<file path="src/verilog/video_pixel_pkg.sv">
`default_nettype none

package video_pixel_pkg;

  // colour, packed r3 g3 b2
  typedef logic [7:0] rgb_t;

  // framebuffer port
  typedef logic [12:0] fb_addr_t;  // {column, byte row}
  typedef logic [7:0]  fb_byte_t;  // eight pixels, msb leftmost
  typedef logic [4:0]  column_t;   // byte column 0..31

  localparam int SCREEN_COLS = 32;  // bytes per screen line
  localparam int COL_CLOCKS  = 16;  // 8 pixels x 2 clocks

endpackage

`default_nettype wire

</file>
<file path="src/verilog/video_timing_pkg.sv">
`default_nettype none

package video_timing_pkg;

  // ----------------------------------------
  // raster widths
  // ----------------------------------------
  typedef logic [9:0] px_count_t;    // clock position within a line
  typedef logic [9:0] line_count_t;  // line count within a frame
  typedef logic [8:0] fb_row_t;      // scan row, [8:1] is the byte row
  typedef logic [7:0] scroll_t;      // vertical scroll register

  // ----------------------------------------
  // horizontal timing, in clk24 clocks
  // ----------------------------------------
  localparam int H_FRONT  = 11;
  localparam int H_SYNC   = 56;   // hsync low
  localparam int H_BACK   = 61;
  localparam int H_ACTIVE = 640;  // visible clocks incl. side borders
  localparam int H_TOTAL  = H_FRONT + H_SYNC + H_BACK + H_ACTIVE;  // 768

  // ----------------------------------------
  // vertical timing, in lines
  // ----------------------------------------
  localparam int V_FRONT  = 21;
  localparam int V_SYNC   = 5;    // vsync low
  localparam int V_BACK   = 22;
  localparam int V_BORDER = 32;   // top and bottom border each
  localparam int V_SCREEN = 512;  // 256 byte rows, each shown twice

  localparam int V_ACTIVE = 2 * V_BORDER + V_SCREEN;  // 576
  localparam int V_TOTAL  = V_FRONT + V_SYNC + V_BACK + V_ACTIVE;  // 624

endpackage

`default_nettype wire
</file>
<file path="src/verilog/video_top.sv">
`timescale 1ns/1ps
`default_nettype none

module video_top
  import video_timing_pkg::*;
  import video_pixel_pkg::*;
#(
  parameter int H_BORDER = 64   // side border in clocks
)
(
  input  wire            clk24,
  input  wire            rst_n,
  input  wire scroll_t   scroll,
  input  wire rgb_t      fg_color,
  input  wire rgb_t      bg_color,
  input  wire rgb_t      border_color,
  output fb_addr_t       fb_addr,
  input  wire fb_byte_t  fb_data,
  output logic           hsync,
  output logic           vsync,
  output logic           de,
  output logic           retrace,
  output rgb_t           rgb
);

  // raster to fetch and shifter
  px_count_t pix_x;
  fb_row_t   fb_row;
  logic      active_x;
  logic      active_y;
  logic      border_y;
  logic      hsync_r;
  logic      vsync_r;
  logic      line_start;

  // fetch to shifter
  fb_byte_t  fb_byte;
  logic      load;

  raster_timing i_raster_timing
  (
    .clk24      (clk24),
    .rst_n      (rst_n),
    .scroll     (scroll),
    .hsync_r    (hsync_r),
    .vsync_r    (vsync_r),
    .active_x   (active_x),
    .active_y   (active_y),
    .border_y   (border_y),
    .retrace    (retrace),
    .line_start (line_start),
    .pix_x      (pix_x),
    .fb_row     (fb_row)
  );

  fb_fetch #(.H_BORDER(H_BORDER)) i_fb_fetch
  (
    .clk24    (clk24),
    .rst_n    (rst_n),
    .pix_x    (pix_x),
    .active_x (active_x),
    .active_y (active_y),
    .border_y (border_y),
    .fb_row   (fb_row),
    .fb_addr  (fb_addr),
    .fb_data  (fb_data),
    .fb_byte  (fb_byte),
    .load     (load)
  );

  pixel_shifter #(.H_BORDER(H_BORDER)) i_pixel_shifter
  (
    .clk24        (clk24),
    .rst_n        (rst_n),
    .fb_byte      (fb_byte),
    .load         (load),
    .pix_x        (pix_x),
    .active_x     (active_x),
    .active_y     (active_y),
    .border_y     (border_y),
    .hsync_r      (hsync_r),
    .vsync_r      (vsync_r),
    .fg_color     (fg_color),
    .bg_color     (bg_color),
    .border_color (border_color),
    .hsync        (hsync),
    .vsync        (vsync),
    .de           (de),
    .rgb          (rgb)
  );

endmodule

`default_nettype wire

</file>
<file path="src/verilog/pixel_shifter.sv">
`timescale 1ns/1ps
`default_nettype none

module pixel_shifter
  import video_timing_pkg::*;
  import video_pixel_pkg::*;
#(
  parameter int H_BORDER = 64   // even, so pixel pairs start on even pix_x
)
(
  input  wire            clk24,
  input  wire            rst_n,
  input  wire fb_byte_t  fb_byte,
  input  wire            load,
  input  wire px_count_t pix_x,
  input  wire            active_x,
  input  wire            active_y,
  input  wire            border_y,
  input  wire            hsync_r,
  input  wire            vsync_r,
  input  wire rgb_t      fg_color,
  input  wire rgb_t      bg_color,
  input  wire rgb_t      border_color,
  output logic           hsync,
  output logic           vsync,
  output logic           de,
  output rgb_t           rgb
);

  fb_byte_t shift_q;    // msb is the pixel on screen
  logic     cur_bit;
  logic     edge_col;   // left or right border column
  logic     s1_de;
  logic     s1_hs;
  logic     s1_vs;
  logic     s1_border;
  logic     s1_bit;

  // load clock shows bit 7 straight from the fetch register
  assign cur_bit  = load ? fb_byte[7] : shift_q[7];
  assign edge_col = (pix_x < px_count_t'(H_BORDER))
                 || (pix_x >= px_count_t'(H_ACTIVE - H_BORDER));

  // ----------------------------------------
  // shifter, one bit per two clocks
  // ----------------------------------------
  always_ff @(posedge clk24)
  begin
    if (load)
      shift_q <= fb_byte;
    else if (pix_x[0])
      shift_q <= {shift_q[6:0], 1'b0};  // second clock of a pixel
  end

  // stage 1, position + 1
  always_ff @(posedge clk24)
  begin
    if (!rst_n)
    begin
      s1_de <= 1'b0;
      s1_hs <= 1'b1;
      s1_vs <= 1'b1;
    end
    else
    begin
      s1_de <= active_x && active_y;
      s1_hs <= hsync_r;
      s1_vs <= vsync_r;
    end
  end

  always_ff @(posedge clk24)
  begin
    s1_border <= border_y || edge_col;
    s1_bit    <= cur_bit;
  end

  // ----------------------------------------
  // stage 2, colour select, position + 2
  // ----------------------------------------
  always_ff @(posedge clk24)
  begin
    if (!rst_n)
    begin
      hsync <= 1'b1;
      vsync <= 1'b1;
      de    <= 1'b0;
      rgb   <= '0;
    end
    else
    begin
      hsync <= s1_hs;
      vsync <= s1_vs;
      de    <= s1_de;
      if (!s1_de)
        rgb <= '0;              // blank
      else if (s1_border)
        rgb <= border_color;
      else if (s1_bit)
        rgb <= fg_color;
      else
        rgb <= bg_color;
    end
  end

endmodule

`default_nettype wire

</file>
<file path="src/verilog/fb_fetch.sv">
`timescale 1ns/1ps
`default_nettype none

module fb_fetch
  import video_timing_pkg::*;
  import video_pixel_pkg::*;
#(
  parameter int H_BORDER = 64
)
(
  input  wire            clk24,
  input  wire            rst_n,
  input  wire px_count_t pix_x,
  input  wire            active_x,
  input  wire            active_y,
  input  wire            border_y,
  input  wire fb_row_t   fb_row,
  output fb_addr_t       fb_addr,
  input  wire fb_byte_t  fb_data,   // valid the clock after fb_addr
  output fb_byte_t       fb_byte,
  output logic           load       // fb_byte ready, first clock of column
);

  // decode one clock before the slot since fb_addr is registered
  localparam px_count_t FIRST_DEC = px_count_t'(H_BORDER - 3);
  localparam px_count_t SLOT_SPAN = px_count_t'(SCREEN_COLS * COL_CLOCKS);

  px_count_t rel_x;       // offset from first decode point
  column_t   col;
  logic      screen_line;
  logic      dec_hit;
  logic      rd_q;        // address on the bus this clock
  logic      data_vld;    // fb_data valid this clock

  assign screen_line = active_y && !border_y;
  assign rel_x       = pix_x - FIRST_DEC;
  assign col         = rel_x[8:4];

  assign dec_hit = screen_line && active_x
                && (pix_x >= FIRST_DEC)
                && (rel_x < SLOT_SPAN)
                && (rel_x[3:0] == 4'd0);   // one per 16 clocks

  // ----------------------------------------
  // read address and strobes
  // ----------------------------------------
  always_ff @(posedge clk24)
  begin
    if (!rst_n)
    begin
      fb_addr  <= '0;
      rd_q     <= 1'b0;
      data_vld <= 1'b0;
      load     <= 1'b0;
    end
    else
    begin
      if (dec_hit)
        fb_addr <= {col, fb_row[8:1]};  // byte row drops the doubling bit
      rd_q     <= dec_hit;   // at H_BORDER + 16c - 2
      data_vld <= rd_q;      // byte arrives
      load     <= data_vld;  // at H_BORDER + 16c
    end
  end

  // capture the returned byte
  always_ff @(posedge clk24)
  begin
    if (data_vld)
      fb_byte <= fb_data;
  end

endmodule

`default_nettype wire

</file>
<file path="src/verilog/raster_timing.sv">
`timescale 1ns/1ps
`default_nettype none

module raster_timing
  import video_timing_pkg::*;
(
  input  wire         clk24,
  input  wire         rst_n,
  input  wire scroll_t scroll,      // vertical scroll, taken once a frame
  output logic        hsync_r,      // active low
  output logic        vsync_r,      // active low
  output logic        active_x,
  output logic        active_y,
  output logic        border_y,     // top or bottom border line
  output logic        retrace,
  output logic        line_start,   // first clock of each line
  output px_count_t   pix_x,        // 0..639 across the visible area
  output fb_row_t     fb_row
);

  typedef enum logic [1:0]
  {
    H_FRONT_ST,
    H_SYNC_ST,
    H_BACK_ST,
    H_VIS_ST
  } h_state_t;

  typedef enum logic [2:0]
  {
    V_FRONT_ST,
    V_SYNC_ST,
    V_BACK_ST,
    V_TOP_ST,
    V_SCREEN_ST,
    V_BOTTOM_ST
  } v_state_t;

  h_state_t    h_state;
  px_count_t   h_cnt;     // clocks left in h state, minus one
  v_state_t    v_state;
  line_count_t v_cnt;     // lines left in v state, minus one
  scroll_t     scroll_q;  // frame copy of scroll
  logic        h_last;
  logic        v_last;

  assign h_last = (h_cnt == '0);
  assign v_last = (v_cnt == '0);

  // ----------------------------------------
  // horizontal machine
  // ----------------------------------------
  always_ff @(posedge clk24)
  begin
    if (!rst_n)
    begin
      h_state <= H_FRONT_ST;
      h_cnt   <= px_count_t'(H_FRONT - 1);
    end
    else if (h_last)
    begin
      case (h_state)
        H_FRONT_ST:
        begin
          h_state <= H_SYNC_ST;
          h_cnt   <= px_count_t'(H_SYNC - 1);
        end
        H_SYNC_ST:
        begin
          h_state <= H_BACK_ST;
          h_cnt   <= px_count_t'(H_BACK - 1);
        end
        H_BACK_ST:
        begin
          h_state <= H_VIS_ST;
          h_cnt   <= px_count_t'(H_ACTIVE - 1);
        end
        default:  // visible area done, wrap to next line
        begin
          h_state <= H_FRONT_ST;
          h_cnt   <= px_count_t'(H_FRONT - 1);
        end
      endcase
    end
    else
      h_cnt <= h_cnt - 1'b1;
  end

  // line pulse and visible x position
  always_ff @(posedge clk24)
  begin
    if (!rst_n)
    begin
      line_start <= 1'b0;
      pix_x      <= '0;
    end
    else
    begin
      line_start <= (h_state == H_VIS_ST) && h_last;  // lands on front porch clock 0
      if ((h_state == H_VIS_ST) && !h_last)
        pix_x <= pix_x + 1'b1;
      else
        pix_x <= '0;  // parked at 0 ready for next visible area
    end
  end

  // ----------------------------------------
  // vertical machine, stepped per line
  // ----------------------------------------
  always_ff @(posedge clk24)
  begin
    if (!rst_n)
    begin
      v_state <= V_FRONT_ST;
      v_cnt   <= line_count_t'(V_FRONT - 1);
    end
    else if (line_start)
    begin
      if (v_last)
      begin
        case (v_state)
          V_FRONT_ST:
          begin
            v_state <= V_SYNC_ST;
            v_cnt   <= line_count_t'(V_SYNC - 1);
          end
          V_SYNC_ST:
          begin
            v_state <= V_BACK_ST;
            v_cnt   <= line_count_t'(V_BACK - 1);
          end
          V_BACK_ST:
          begin
            v_state <= V_TOP_ST;
            v_cnt   <= line_count_t'(V_BORDER - 1);
          end
          V_TOP_ST:
          begin
            v_state <= V_SCREEN_ST;
            v_cnt   <= line_count_t'(V_SCREEN - 1);
          end
          V_SCREEN_ST:
          begin
            v_state <= V_BOTTOM_ST;
            v_cnt   <= line_count_t'(V_BORDER - 1);
          end
          default:  // bottom border, back to front porch
          begin
            v_state <= V_FRONT_ST;
            v_cnt   <= line_count_t'(V_FRONT - 1);
          end
        endcase
      end
      else
        v_cnt <= v_cnt - 1'b1;
    end
  end

  // scroll capture on entry to top border
  always_ff @(posedge clk24)
  begin
    if (line_start && v_last && (v_state == V_BACK_ST))
      scroll_q <= scroll;
  end

  // scan row counter, counts down so each byte row covers two lines
  always_ff @(posedge clk24)
  begin
    if (!rst_n)
      fb_row <= '0;
    else if (line_start)
    begin
      if (v_last && (v_state == V_TOP_ST))
        fb_row <= {scroll_q, 1'b1};      // first screen line
      else if (v_state == V_SCREEN_ST)
        fb_row <= fb_row - 1'b1;         // wraps mod 512
    end
  end

  // ----------------------------------------
  // decoded outputs
  // ----------------------------------------
  assign hsync_r  = (h_state != H_SYNC_ST);
  assign vsync_r  = (v_state != V_SYNC_ST);
  assign active_x = (h_state == H_VIS_ST);
  assign border_y = (v_state == V_TOP_ST) || (v_state == V_BOTTOM_ST);
  assign active_y = border_y || (v_state == V_SCREEN_ST);
  assign retrace  = !active_y;

endmodule

`default_nettype wire

</file>
<file path="config.mk">
export PLATFORM = sky130hd
export DESIGN_NAME = video_top
export DESIGN_NICKNAME = d
export VERILOG_FILES = /design/src/verilog/video_pixel_pkg.sv /design/src/verilog/video_timing_pkg.sv /design/src/verilog/video_top.sv /design/src/verilog/pixel_shifter.sv /design/src/verilog/fb_fetch.sv /design/src/verilog/raster_timing.sv
export SDC_FILE = /design/constraint.sdc
export NUM_CORES = 1
export LEC_CHECK = 0
export BUFFER_PORTS_ARGS = -buffer_cell sky130_fd_sc_hd__buf_2
export CAP_MARGIN = 10
export CORE_MARGIN = 2
export CORE_UTILIZATION = 45
export CTS_CLUSTER_DIAMETER = 30
export DETAILED_ROUTE_END_ITERATION = 7
export PLACE_DENSITY = 0.65
export SYNTH_ARGS = -nofsm -noshare
export SYNTH_HDL_FRONTEND = slang
export SYNTH_SLANG_ARGS = --single-unit
</file>
<file path="constraint.sdc">
create_clock -name clk24 -period 2.8 [get_ports clk24]
set_input_delay 0.28 -clock clk24 [delete_from_list [all_inputs] [get_ports clk24]]
set_output_delay 0.28 -clock clk24 [all_outputs]
set_load 0.005 [all_outputs]
</file>
# Yosys cells after proc, flatten, opt, wreduce, memory -nomap -nowiden
# Index checks and enable logic that the tools add are counted.
[word_totals]
regBits = 101
latch_bits = 0
ram_bits = 0
romBits = 0
inputBits = 42
output_inout_bits = 25
wordCells = 85
n_memories = 0
[op_classes]
addsub = 5
multipliers = 0
div = 0
order_cmp = 4
eq_ne = 10
shift = 0
muxes = 13
n_bitwise = 0
reduce_logical = 30
[ops]
columns = ["cell", "count"]
rows = [
  ["$pmux W9 S4", 1],
  ["$mux W8", 4],
  ["$pmux W10 S3", 1],
  ["$logic_not A10 Y1", 2],
  ["$mux W10", 2],
  ["$sub A10 B1 Y10 const B", 2],
  ["$mux W9", 2],
  ["$pmux W3 S5", 1],
  ["$logic_and A1 B1 Y1", 11],
  ["$add A10 B1 Y10 const B", 1],
  ["$ge A10 B10 Y1 const B", 1],
  ["$ge A10 B6 Y1 const B", 1],
  ["$lt A10 B10 Y1 const B", 1],
  ["$lt A10 B7 Y1 const B", 1],
  ["$sub A10 B6 Y10 const B", 1],
  ["$sub A9 B1 Y9 const B", 1],
  ["$reduce_and A2 Y1", 4],
  ["$eq A3 B2 Y1 const B", 2],
  ["$eq A3 B3 Y1 const B", 2],
  ["$pmux W2 S3", 1],
  ["$eq A2 B2 Y1 const B", 2],
  ["$logic_not A4 Y1", 1],
  ["$logic_or A1 B1 Y1", 4],
  ["$reduce_bool A2 Y1", 2],
  ["9 further kinds", 11],
]

# Logic depth before layout (Yosys ltp)
# Gate-level depths: netlist of the first run.
[depth]
ltp_word = 8
mapped_depth = 10

# Hierarchy
# Synthesis of the first run repeated with hierarchy kept, for this count alone.
[unflattened]
hier_cells = 450
hier_area_um2 = 4588.2
[modules_own_cells]
columns = ["mod", "instances", "cells_per_inst", "area_per_inst_um2", "seq_area_each_um2"]
rows = [
  ["raster_timing", 1, 290, 2673.8, 1141.1],
  ["fb_fetch", 1, 86, 979.7, 560.5],
  ["pixel_shifter", 1, 74, 934.6, 560.5],
]

# Worst setup path before layout of the first run
# OpenSTA, ideal clock, no wires.
[synth_timing]
path_kind = "reg-to-reg"
startpoint = "reg i_raster_timing.v_cnt[2]"
endpoint = "reg i_raster_timing.scroll_q[0] (enable)"
setup_ns = 0.383
arrival_ns = 1.963
t_required_ns = 2.417
path_slack_ns = 0.453
path_stages_with_launch = 5
period_less_slack_ns = 2.347
cell_sequence = "dfxtp_1 clkbuf_1 nor3b_1 nand3_1 nor3_1"
[synth_via]
elab_chain_len = 3
[synth_rtl]
columns = ["item", "line_no", "rtl"]
rows = [
  ["from (decl)", "raster_timing.sv:42", "line_count_t v_cnt;"],
  ["from (signal assigned)", "raster_timing.sv:115", "v_cnt <= line_count_t'(V_FRONT - 1);"],
  ["from (signal assigned)", "raster_timing.sv:125", "v_cnt <= line_count_t'(V_SYNC - 1);"],
  ["from (signal assigned)", "raster_timing.sv:130", "v_cnt <= line_count_t'(V_BACK - 1);"],
  ["$logic_not A10 Y1", "raster_timing.sv:48", "assign v_last = (v_cnt == '0);"],
  ["$logic_and A1 B1 Y1 (2 in series)", "raster_timing.sv:162", "if (line_start && v_last && (v_state == V_BACK_ST))"],
  ["to (signal assigned)", "raster_timing.sv:163", "scroll_q <= scroll;"],
  ["to (decl)", "raster_timing.sv:43", "scroll_t scroll_q;"],
]
# No other way between the ends.
# A chain may end at the register's enable or synchronous reset.

# Worst setup path in the final report of the first run
[layout_timing]
startpoint = "reg i_raster_timing.pix_x[1]"
endpoint = "reg i_fb_fetch.fb_addr[7]"
[layout_via]
elab_chain_len = 4
[layout_rtl]
columns = ["item", "line_no", "rtl"]
rows = [
  ["from (decl)", "raster_timing.sv:17", "output px_count_t pix_x,"],
  ["from (signal assigned)", "raster_timing.sv:101", "pix_x <= pix_x + 1'b1;"],
  ["$sub A10 B6 Y10 or $ge A10 B6 Y1 (tied branches)", "fb_fetch.sv:36, fb_fetch.sv:40", ""],
  ["$lt A10 B10 Y1 or $logic_and A1 B1 Y1 (tied branches)", "fb_fetch.sv:41, fb_fetch.sv:40", ""],
  ["$logic_and A1 B1 Y1", "fb_fetch.sv:41", "&& (rel_x < SLOT_SPAN)"],
  ["$logic_and A1 B1 Y1 *", "fb_fetch.sv:42", "&& (rel_x[3:0] == 4'd0);"],
  ["to (signal assigned)", "fb_fetch.sv:59", "fb_addr <= {col, fb_row[8:1]};"],
  ["to (decl)", "fb_fetch.sv:18", "output fb_addr_t fb_addr,"],
]
# Mark *: on every way between the ends. The rest lies on a longest branch, timed or not.

==> metrics, run 1 <==
CTS Sinks=101; CP max stage cell=or4_1; nets@finish=between 500 and 600; placed cell count=between 600 and 700; CTS Buf Count=9; clk buf depth=2; Final Util=roughly 53%; Fmax achieved=a little over 0.4 GHz; number of global-route vias before repair=about 3400; R2R cell count=7; first-pass GRT wire length=15180 um; combinational share of power=4.8%; DP Worst Slack=0.3997 ns; post-route ant nets=0; dpl hpwl=about 6500 um; data arrival time of the worst path=roughly 2.6 ns; drt drc=0; PostCTS Resize Cnt=0; Switch Pwr=around 0.00056 W; design area=approximately 5000 um2; minimum clock period=between 2 and 2.5 ns; Netlist Area Pre-Place=4497 um2; Root Driver=clkbuf_8; Port Buffer Count=66; worst slew pin tran=between 0.7 and 0.8 ns; Core Region=between 9000 and 10000 um2; fin crit share=between 80% and 90%; VDD IR max=between 0.0002 and 0.0003 V; Worst Setup SP=i_raster_timing.pix_x[1]; Starting Density=between 40% and 50%; startpoint class of the critical path=register; final setup fails=0; relative slew slack=48.73%; CTS clk-pin slew, worst paths=about 0.10 ns; Syn Inst Count=about 470; WP data required=roughly 3 ns; area leader, netlist=dfxtp_1; worst-path cell chain=inv_1 > ha_1 > xor2_1 > a2bb2oi_1 > or4_1 > nand3_1 > o21ai_0; worst setup margin=0.3936 ns; Pre-antenna DRT Iters=4; FF-to-FF Start=i_raster_timing.pix_x[1]; post-synth top area share=around a third; Seq/Total Area, Yosys=slightly above 50%; final-layout fill cell count=between 900 and 1000; reg2reg end=i_fb_fetch.fb_addr[7]; setup TNS=0 ns; CTS tree=done; status=finished clean; post-CTS setup buffer count=0; most numerous cell in the Yosys netlist=dfxtp_1; I/O pins=67; Internal Power=0.002073 W; largest net degree at the start of global routing=28; mean routed wirelength per cell=13.55 um; max cap viols=0; Die ar.=roughly 11000 um2; Layout area overhead=14.50%; die height=roughly 100 um; Clock Skew=0.01527 ns; syn_area_per_cell=roughly 9.5 um2; Post-synth EDFFs=24; Final Max Tran Viols=0; PD cells=about 510 nW/um2; unrepaired setup endpoints after global routing=no; Crit Path Max Fanout=27; crit end category=register; Flop pwr share=just under 60%; all-layer global routing usage=17.01%; Crit path largest cell delay=~0.9 ns; # rows=36; Clk pwr share=roughly 38%; total grt overflow=0; Syn Nets=between 500 and 600; Synth top cells by count=dfxtp_1 (77), nor2_1 (50), a21oi_1 (35); Leakage=roughly 2.1 nW; flop2flop setup slack=roughly 0.39 ns; synth warn=0; Finished Layout Cells=around 670; crit path capture=i_fb_fetch.fb_addr[7]; antenna cell count=0; top cells by area, synth=dfxtp_1 (34%), edfxtp_1 (16%), ha_1 (4.5%), nor2_1 (4.2%), a21oi_1 (3.9%); hold buffers post-CTS=0; Initial DRC Count=~170; layout cells sized above 1=19.07%; Vias per Instance=between 5 and 6; final hold violations=0; hold path cells=1; Sw Share=around a fifth; Clock H-tree levels=3; placed cell areas=roughly 5000 um2; DR vias=around 3500; number of synthesized register bits=between 100 and 150; Setup CP Type=register to register; gpl congestion=roughly 0.83; Hold Crit Class=input port to register; Synth async-reset ratio=0%; clk_lat worst skew=between 0.3 and 0.4 ns; initial antenna violation count=0; final WL=about 9000 um; post-synth cell types=44; ys flop type=dfxtp_1; die width=104.0 um
## power by group through the flow
| stage | registers, W | clock network [W] | logic, W |
|---|---|---|---|
| after floorplan | 0.00155 | 0 | 0.0000827 |
| after global placement | 0.00155 | 0 | 0.000123 |
| after detailed placement | 0.00155 | 0 | 0.000126 |
| after CTS | 0.00152 | 0.00102 | 0.000127 |
| after global routing | 0.00152 | 0.00107 | 0.000144 |
| final | 0.00152 | 0.000989 | 0.000127 |
## kinds of logic (layout without fill, tap and decap cells)
family                   Yosys count  count (layout)  synth area share [%]
AO/OA/AOI/OAI                     98              98                 13.08
XOR/XNOR                          22              22                 4.285
adder cells (fa/ha/maj)           16              16                 4.452
buffers and inverters             45             106                 3.784
flip-flops                       101             101                 50.31
multiplexers                      24              24                 5.565
AND/OR/NAND/NOR                  168             168                 18.53
## worst max-delay path, delay by kind of cell (launching register included)
family,cells,cell delay (ns)
XOR/XNOR,1,0.15
AO/OA/AOI/OAI,2,0.18
adder cells (fa/ha/maj),1,0.25
flip-flops,1,0.45
AND/OR/NAND/NOR,2,1.09
buffers and inverters,1,0.14
## flip-flops by register name, summed over array words and instances (netlist names), 3 cells and up
signal,flops
i_fb_fetch.fb_byte,8
i_raster_timing.scroll_q,8
i_raster_timing.pix_x,10
i_pixel_shifter.shift_q,8
i_raster_timing.fb_row,9
i_raster_timing.v_state,3
i_pixel_shifter.rgb,8
i_fb_fetch.fb_addr,13
i_raster_timing.h_cnt,10
i_raster_timing.v_cnt,10
## cell usage in the layout, fill, tap and decap left out, drive strengths merged, types with 7 or more instances in the layout
master and instances:
dfxtp 77, buf 72, nor2 50, a21oi 36, nand2 34, o21ai 27, nand3 26, edfxtp 24
inv 19, mux2i 16, ha 16, xor2 15, o31ai 11, nor3 10, or3 10, clkbuf 10
mux2 8, o22ai 8, xnor2 7
## layout make-up
cell class	instances	area [um2]	area share [%]
multi-input combinational	328	2064	40.10
clock buffer	10	127.6	2.479
tap	133	166.4	3.232
clock inverter	6	85.08	1.652
inverter	18	67.56	1.312
timing repair buffer	72	375.4	7.290
sequential	101	2262	43.94
## routing by layer
| metal | track usage, % | vias up | share of wire [%] |
|---|---|---|---|
| li1 | - | 1781 | - |
| met1 | 21.23 | 1619 | 47 |
| met3 | 3.885 | 8 | 3.4 |
| met4 | 7.239 | 0 | 1.1 |
| met2 | 28.29 | 66 | 48 |
| met5 | 0 | - | 0 |
## worst min-delay path by stage
stage	to	slack, ns	startpoint
floorplan	i_fb_fetch.fb_byte[0]	0.38	fb_data[0]
global placement	i_pixel_shifter.vsync	0.40	i_pixel_shifter.s1_vs
detailed placement	i_pixel_shifter.hsync	0.40	i_pixel_shifter.s1_hs
CTS	i_raster_timing.scroll_q[7]	0.07	scroll[7]
global route	i_raster_timing.scroll_q[2]	0.07	scroll[2]
finish	i_raster_timing.scroll_q[7]	0.09	scroll[7]
## per-stage QoR
| step | power, W | hold slack, ns |
|---|---|---|
| floorplan | 0.001634 | 0.3789 |
| global placement | 0.001677 | 0.4007 |
| detailed placement | 0.001681 | 0.3957 |
| CTS | 0.002668 | 0.07102 |
| global route | 0.002734 | 0.06635 |
| finish | 0.002637 | 0.08832 |
No activity file was read; power rests on OpenSTA's default activity.
==> inputs of run 2 (changes only) <==
--- a/config.mk
+++ b/config.mk
@@ -7,11 +7,14 @@
 export LEC_CHECK = 0
 export BUFFER_PORTS_ARGS = -buffer_cell sky130_fd_sc_hd__buf_2
 export CAP_MARGIN = 10
+export CORE_ASPECT_RATIO = 0.6
 export CORE_MARGIN = 2
 export CORE_UTILIZATION = 45
+export CTS_BUF_LIST = sky130_fd_sc_hd__clkbuf_16
 export CTS_CLUSTER_DIAMETER = 30
 export DETAILED_ROUTE_END_ITERATION = 7
 export PLACE_DENSITY = 0.65
+export SKIP_CTS_REPAIR_TIMING = 1
 export SYNTH_ARGS = -nofsm -noshare
 export SYNTH_HDL_FRONTEND = slang
 export SYNTH_SLANG_ARGS = --single-unit
==> run 2 against run 1 <==
Net effect: via count grew 1.3%; first-iteration DRC count grew 22%; combinational power is essentially flat; die area grew 0.24%; sequential share of layout area shrank 0.88 points; design area grew 2.0%; fmax shrank 4.1%; cell count grew 0.15%; sequential cell count is the same; global-route usage grew 0.96 points; clock-buffer cell count shrank 1.
==> metrics, run 2 (synthesized netlist as in run 1, its figures left out) <==
VDD IR max=about 0.00035 V; unrepaired setup endpoints after global routing=no; die height=between 80 and 90 um; CTS Buf Count=9; register area=approximately 2300 um2; flop2flop setup slack=0.29 ns; Initial DRC Count=206; Levels on crit path=7; worst-path cell chain=inv_1 > ha_1 > xor2_1 > a2bb2oi_1 > or4_1 > nand3_1 > o21ai_0; Clock Skew=0.003802 ns; Setup CP Type=register to register; I/O pins=67; crit path capture=i_fb_fetch.fb_addr[2]; initial antenna violation count=0; CTS tree=done; Top Layer Used=met4; # rows=28; post-route ant nets=0; CP max stage cell=or4_1; commonest non-fill, non-tap cell in the layout=dfxtp_1; CTS Sinks=101; delay-heaviest family, CP=simple AND/OR/NAND/NOR gates; metal3 WL=419 um; hold path cells=1; Fmax achieved=approximately 0.40 GHz; dpl hpwl=6843 um; largest net degree at the start of global routing=28; M1 WL=between 5000 and 6000 um; Root Driver=clkbuf_16; Core Region=between 9000 and 10000 um2; area occupied by multi-input gates=a little over 2000 um2; layout cells sized above 1=between 10% and 20%; final setup fails=0; Pre-antenna DRT Iters=5; status=finished clean; mean routed wirelength per cell=between 10 and 15 um; clk_lat worst skew=around 0.34 ns; first-pass GRT wire length=between 15000 and 20000 um; die width=roughly 130 um; relative slew slack=48.34%; max cap viols=0; CTS clk-pin slew, worst paths=~0.070 ns; reg2reg end=i_fb_fetch.fb_addr[2]; max reg flops=13; final WL=9508 um; met2 wire len=a little under 4000 um; Final Max Tran Viols=0; commonest non-fill, non-tap cells in the layout=dfxtp_1 (77), buf_2 (66), nor2_1 (50); Layout area overhead=16.83%; Leakage=approximately 2.1 nW; gpl congestion=0.8388; final hold violations=0; Vias per Instance=~5.3; startpoint class of the critical path=register; PD cells=~570 nW/um2; all-layer global routing usage=between 15 and 20%; Final Util=between 50% and 60%; Crit Path Max Fanout=27; R2R cell count=7; Die ar.=roughly 11000 um2; total grt overflow=0; fin crit share=approximately nine tenths; WP data required=between 2 and 3 ns; Crit path largest cell delay=0.88 ns; clk buf depth=2; Starting Density=a little under half; data arrival time of the worst path=2.70 ns; FF-to-FF Start=i_raster_timing.pix_x[0]; minimum clock period=between 2 and 3 ns; nets@finish=about 600; crit end category=register; Port Buffer Count=66; Clock H-tree levels=3; final-layout fill cell count=875; DR vias=about 3500; setup TNS=0 ns; CP bufs+invs=1; drt drc=0; worst slew pin tran=roughly 0.77 ns; antenna cell count=0; number of global-route vias before repair=~3100; Worst Setup SP=i_raster_timing.pix_x[0]; Hold Crit Class=input port to register; Biggest register=i_fb_fetch.fb_addr
==> run 2: cell count changes in the layout (fill, tap and decap cells not counted) <==
cell | before | now
clkinv_1 | 2 | 0
clkbuf_1 | 1 | 0
clkinvlp_4 | 0 | 2
clkbuf_16 | 0 | 9
buf_4 | 6 | 5
clkinvlp_2 | 0 | 1
clkbuf_8 | 9 | 0
==> run 2: how the worst min path moves through the flow <==
| stage | from | endpoint | slack, ns |
|---|---|---|---|
| floorplan | fb_data[0] | i_fb_fetch.fb_byte[0] | 0.38 |
| global placement | i_pixel_shifter.s1_hs | i_pixel_shifter.hsync | 0.39 |
| detailed placement | i_pixel_shifter.s1_vs | i_pixel_shifter.vsync | 0.40 |
| CTS | fb_data[6] | i_fb_fetch.fb_byte[6] | 0.1 |
| global route | fb_data[5] | i_fb_fetch.fb_byte[5] | 0.1 |
| finish | fb_data[6] | i_fb_fetch.fb_byte[6] | 0.11 |
==> run 2: metal layers <==
| layer | vias up | global-route usage [%] |
|---|---|---|
| li1 | 1781 | - |
| met1 | 1638 | 26.54 |
| met2 | 88 | 25.13 |
| met3 | 11 | 4.383 |
| met4 | 0 | 7.097 |
| met5 | - | 0 |
==> run 2: layout make-up <==
cell class,instances,area share (%)
inverters,18,1.286
flip-flops and latches,101,43.06
multi-input cells,328,39.30
well taps,135,3.215
clock inverters,7,1.858
repair buffers,71,7.002
clock buffers,9,4.287
==> run 2: power breakdown <==
part           total (W)  switching (W)  internal [W]
Combinational   0.000126      0.0000621     0.0000643
Clock            0.00133       0.000547      0.000785
Sequential       0.00152      0.0000165       0.00151
Total            0.00298       0.000626       0.00236
==> run 2: per-stage QoR <==
step           cells  total power (W)  cell area, um2  hold WS, ns  setup slack [ns]
2_1_floorplan    474         0.001634            4497       0.3789            0.4533
3_3_place_gp     653         0.001678            4931       0.3937            0.4469
3_5_place_dp     653         0.001682            4931       0.3984            0.3068
4_1_cts          669         0.003013            5254      0.09601            0.3091
5_1_grt          669         0.003087            5254      0.09878           0.09385
6_report         669         0.002982            5254       0.1105            0.2899
==> inputs of run 3 (changes only) <==
--- a/config.mk
+++ b/config.mk
@@ -5,7 +5,6 @@
 export SDC_FILE = /design/constraint.sdc
 export NUM_CORES = 1
 export LEC_CHECK = 0
-export BUFFER_PORTS_ARGS = -buffer_cell sky130_fd_sc_hd__buf_2
 export CAP_MARGIN = 10
 export CORE_ASPECT_RATIO = 0.6
 export CORE_MARGIN = 2
@@ -13,7 +12,7 @@
 export CTS_BUF_LIST = sky130_fd_sc_hd__clkbuf_16
 export CTS_CLUSTER_DIAMETER = 30
 export DETAILED_ROUTE_END_ITERATION = 7
-export PLACE_DENSITY = 0.65
+export DONT_BUFFER_PORTS = 1
 export SKIP_CTS_REPAIR_TIMING = 1
 export SYNTH_ARGS = -nofsm -noshare
 export SYNTH_HDL_FRONTEND = slang
==> run 3 against run 2 <==
Net effect: setup slack better by 0.22 ns; combinational power down 29%; worst hold slack worse by 0.092 ns; core utilization shrank 3.7 points; via count down 7.9%; sequential power barely moved; global-route usage decreased by 0.60 points; fmax up 9.5%; critical path type unchanged; critical endpoint is now i_raster_timing.fb_row[3]; largest power group unchanged.
==> metrics, run 3 (synthesized netlist as in run 1, its figures left out) <==
Worst Setup SP=i_raster_timing.v_cnt[4]; final setup fails=0; Clock H-tree levels=3; Core Region=9774 um2; nets@finish=about 520; placed cell count=just under 600; hold_sp=rst_n; CTS tree=done; layout cells sized above 1=roughly 7.9%; relative slew slack=about 52%; Hold Crit Class=input port to register; initial antenna violation count=0; VDD IR max=approximately 0.00032 V; all-layer global routing usage=approximately 17%; number of global-route vias before repair=~2900; # rows=28; crit end category=register; DR vias=3239; fin crit share=roughly 82%; worst-path cell chain=or4_4 > nor4_4 > a21oi_2 > or3_1 > o22ai_2; delay-heaviest family, CP=simple AND/OR/NAND/NOR gates; Final Max Tran Viols=0; Leakage=between 1.5 and 2 nW; final WL=~9200 um; startpoint class of the critical path=register; WP data required=approximately 3 ns; Switch Pwr=0.0006029 W; largest net degree at the start of global routing=44; CTS Buf Count=9; CTS clk-pin slew, worst paths=0.07 ns; gpl congestion=around 0.83; flop2flop setup slack=~0.51 ns; dpl hpwl=roughly 6500 um; minimum clock period=between 2 and 2.5 ns; Layout area overhead=8.765%; Fmax achieved=roughly 0.44 GHz; Biggest register=i_fb_fetch.fb_addr; Pre-antenna DRT Iters=4; Starting Density=between 40% and 50%; die height=81.43 um; Crit Path Max Fanout=8; PD cells=approximately 560 nW/um2; CP max stage cell=or4_4; Crit path largest cell delay=between 0.5 and 0.6 ns; reg2reg end=i_raster_timing.fb_row[3]; Initial DRC Count=200; data arrival time of the worst path=around 2.6 ns; status=finished clean; post-route ant nets=0; Sw Share=between 20% and 30%; Die ar.=between 10000 and 15000 um2; Port Buffer Count=0; drt drc=0; clk buf depth=2; Flop pwr share=between 50% and 60%; Vias per Instance=5.363; commonest non-fill, non-tap cells in the layout=dfxtp_1 (77), nor2_1 (50), a21oi_1 (35); I/O pins=67; antenna cell count=0; FF-to-FF Start=i_raster_timing.v_cnt[4]; Hold EP=i_raster_timing.v_cnt[2]; CTS Sinks=101; Clk pwr share=about two fifths; total grt overflow=0; clk_lat worst skew=~0.34 ns; Internal Power=roughly 0.0022 W; combinational share of power=3.2%; setup TNS=0 ns; first-pass GRT wire length=between 10000 and 15000 um; Finished Layout Cells=approximately 600; max cap viols=0; worst slew pin tran=just over 0.7 ns; Clock Skew=0.007928 ns; commonest non-fill, non-tap cell in the layout=dfxtp_1; hold path cells=1; final hold violations=0; unrepaired setup endpoints after global routing=no; Root Driver=clkbuf_16; CP bufs+invs=0; R2R cell count=5; die width=133.1 um; Setup CP Type=register to register; mean routed wirelength per cell=15.16 um; max reg flops=13
run 3: changes by cell type in the layout (fill, tap and decap cells not counted), moves of 2 or more:
cell / before / now
clkinvlp_4: 2 / 0
buf_2: 66 / 0
clkinv_4: 1 / 4
bufinv_16: 2 / 0
run 3: stage by stage:
stage                     cell area, um2  util, %  total power [W]  setup slack, ns  hold WS [ns]
after floorplan                     4497        -         0.001634           0.4533        0.3789
after global placement              4601    47.07         0.001640           0.4512        0.3547
after detailed placement            4601    47.07         0.001644           0.2638        0.3643
after CTS                           4877    49.90         0.002794           0.2515      0.003147
after global routing                4891    50.04         0.002867           0.3218      0.008271
final                               4891    50.04         0.002758           0.5067       0.01836
run 3: power by group through the flow:
stage / clock (W) / combinational, W / sequential, W
2_1_floorplan: 0 / 0.0000827 / 0.00155
3_3_place_gp: 0 / 0.0000852 / 0.00155
3_5_place_dp: 0 / 0.0000873 / 0.00156
4_1_cts: 0.00118 / 0.0000881 / 0.00152
5_1_grt: 0.00124 / 0.000103 / 0.00153
6_report: 0.00114 / 0.0000894 / 0.00152
run 3: how the worst max path moves through the flow:
stage	end	slack (ns)	depth (start not counted)
2_1_floorplan	i_raster_timing.scroll_q[0]	0.45	4
4_1_cts	i_fb_fetch.fb_addr[3]	0.25	7
3_3_place_gp	i_fb_fetch.fb_addr[7]	0.45	7
3_5_place_dp	i_fb_fetch.fb_addr[3]	0.26	7
5_1_grt	i_fb_fetch.fb_addr[9]	0.32	6
6_report	i_raster_timing.fb_row[3]	0.51	5
run 3: layer usage:
layer,vias up,global-route usage [%],part of all wire [%]
met5,-,0,0
met1,1528,24.29,52
met3,4,6.728,5.0
met2,48,25.49,43
met4,0,3.871,0.52
li1,1659,-,-
run 3: final cells by class:
| type | instances | area (um2) |
|---|---|---|
| tap | 135 | 168.9 |
| clock inverter | 7 | 51.30 |
| sequential | 101 | 2262 |
| timing repair buffer | 6 | 47.55 |
| clock buffer | 9 | 225.2 |
| inverter | 18 | 67.56 |
| fill | 919 | 4883 |
| multi-input combinational | 328 | 2068 |
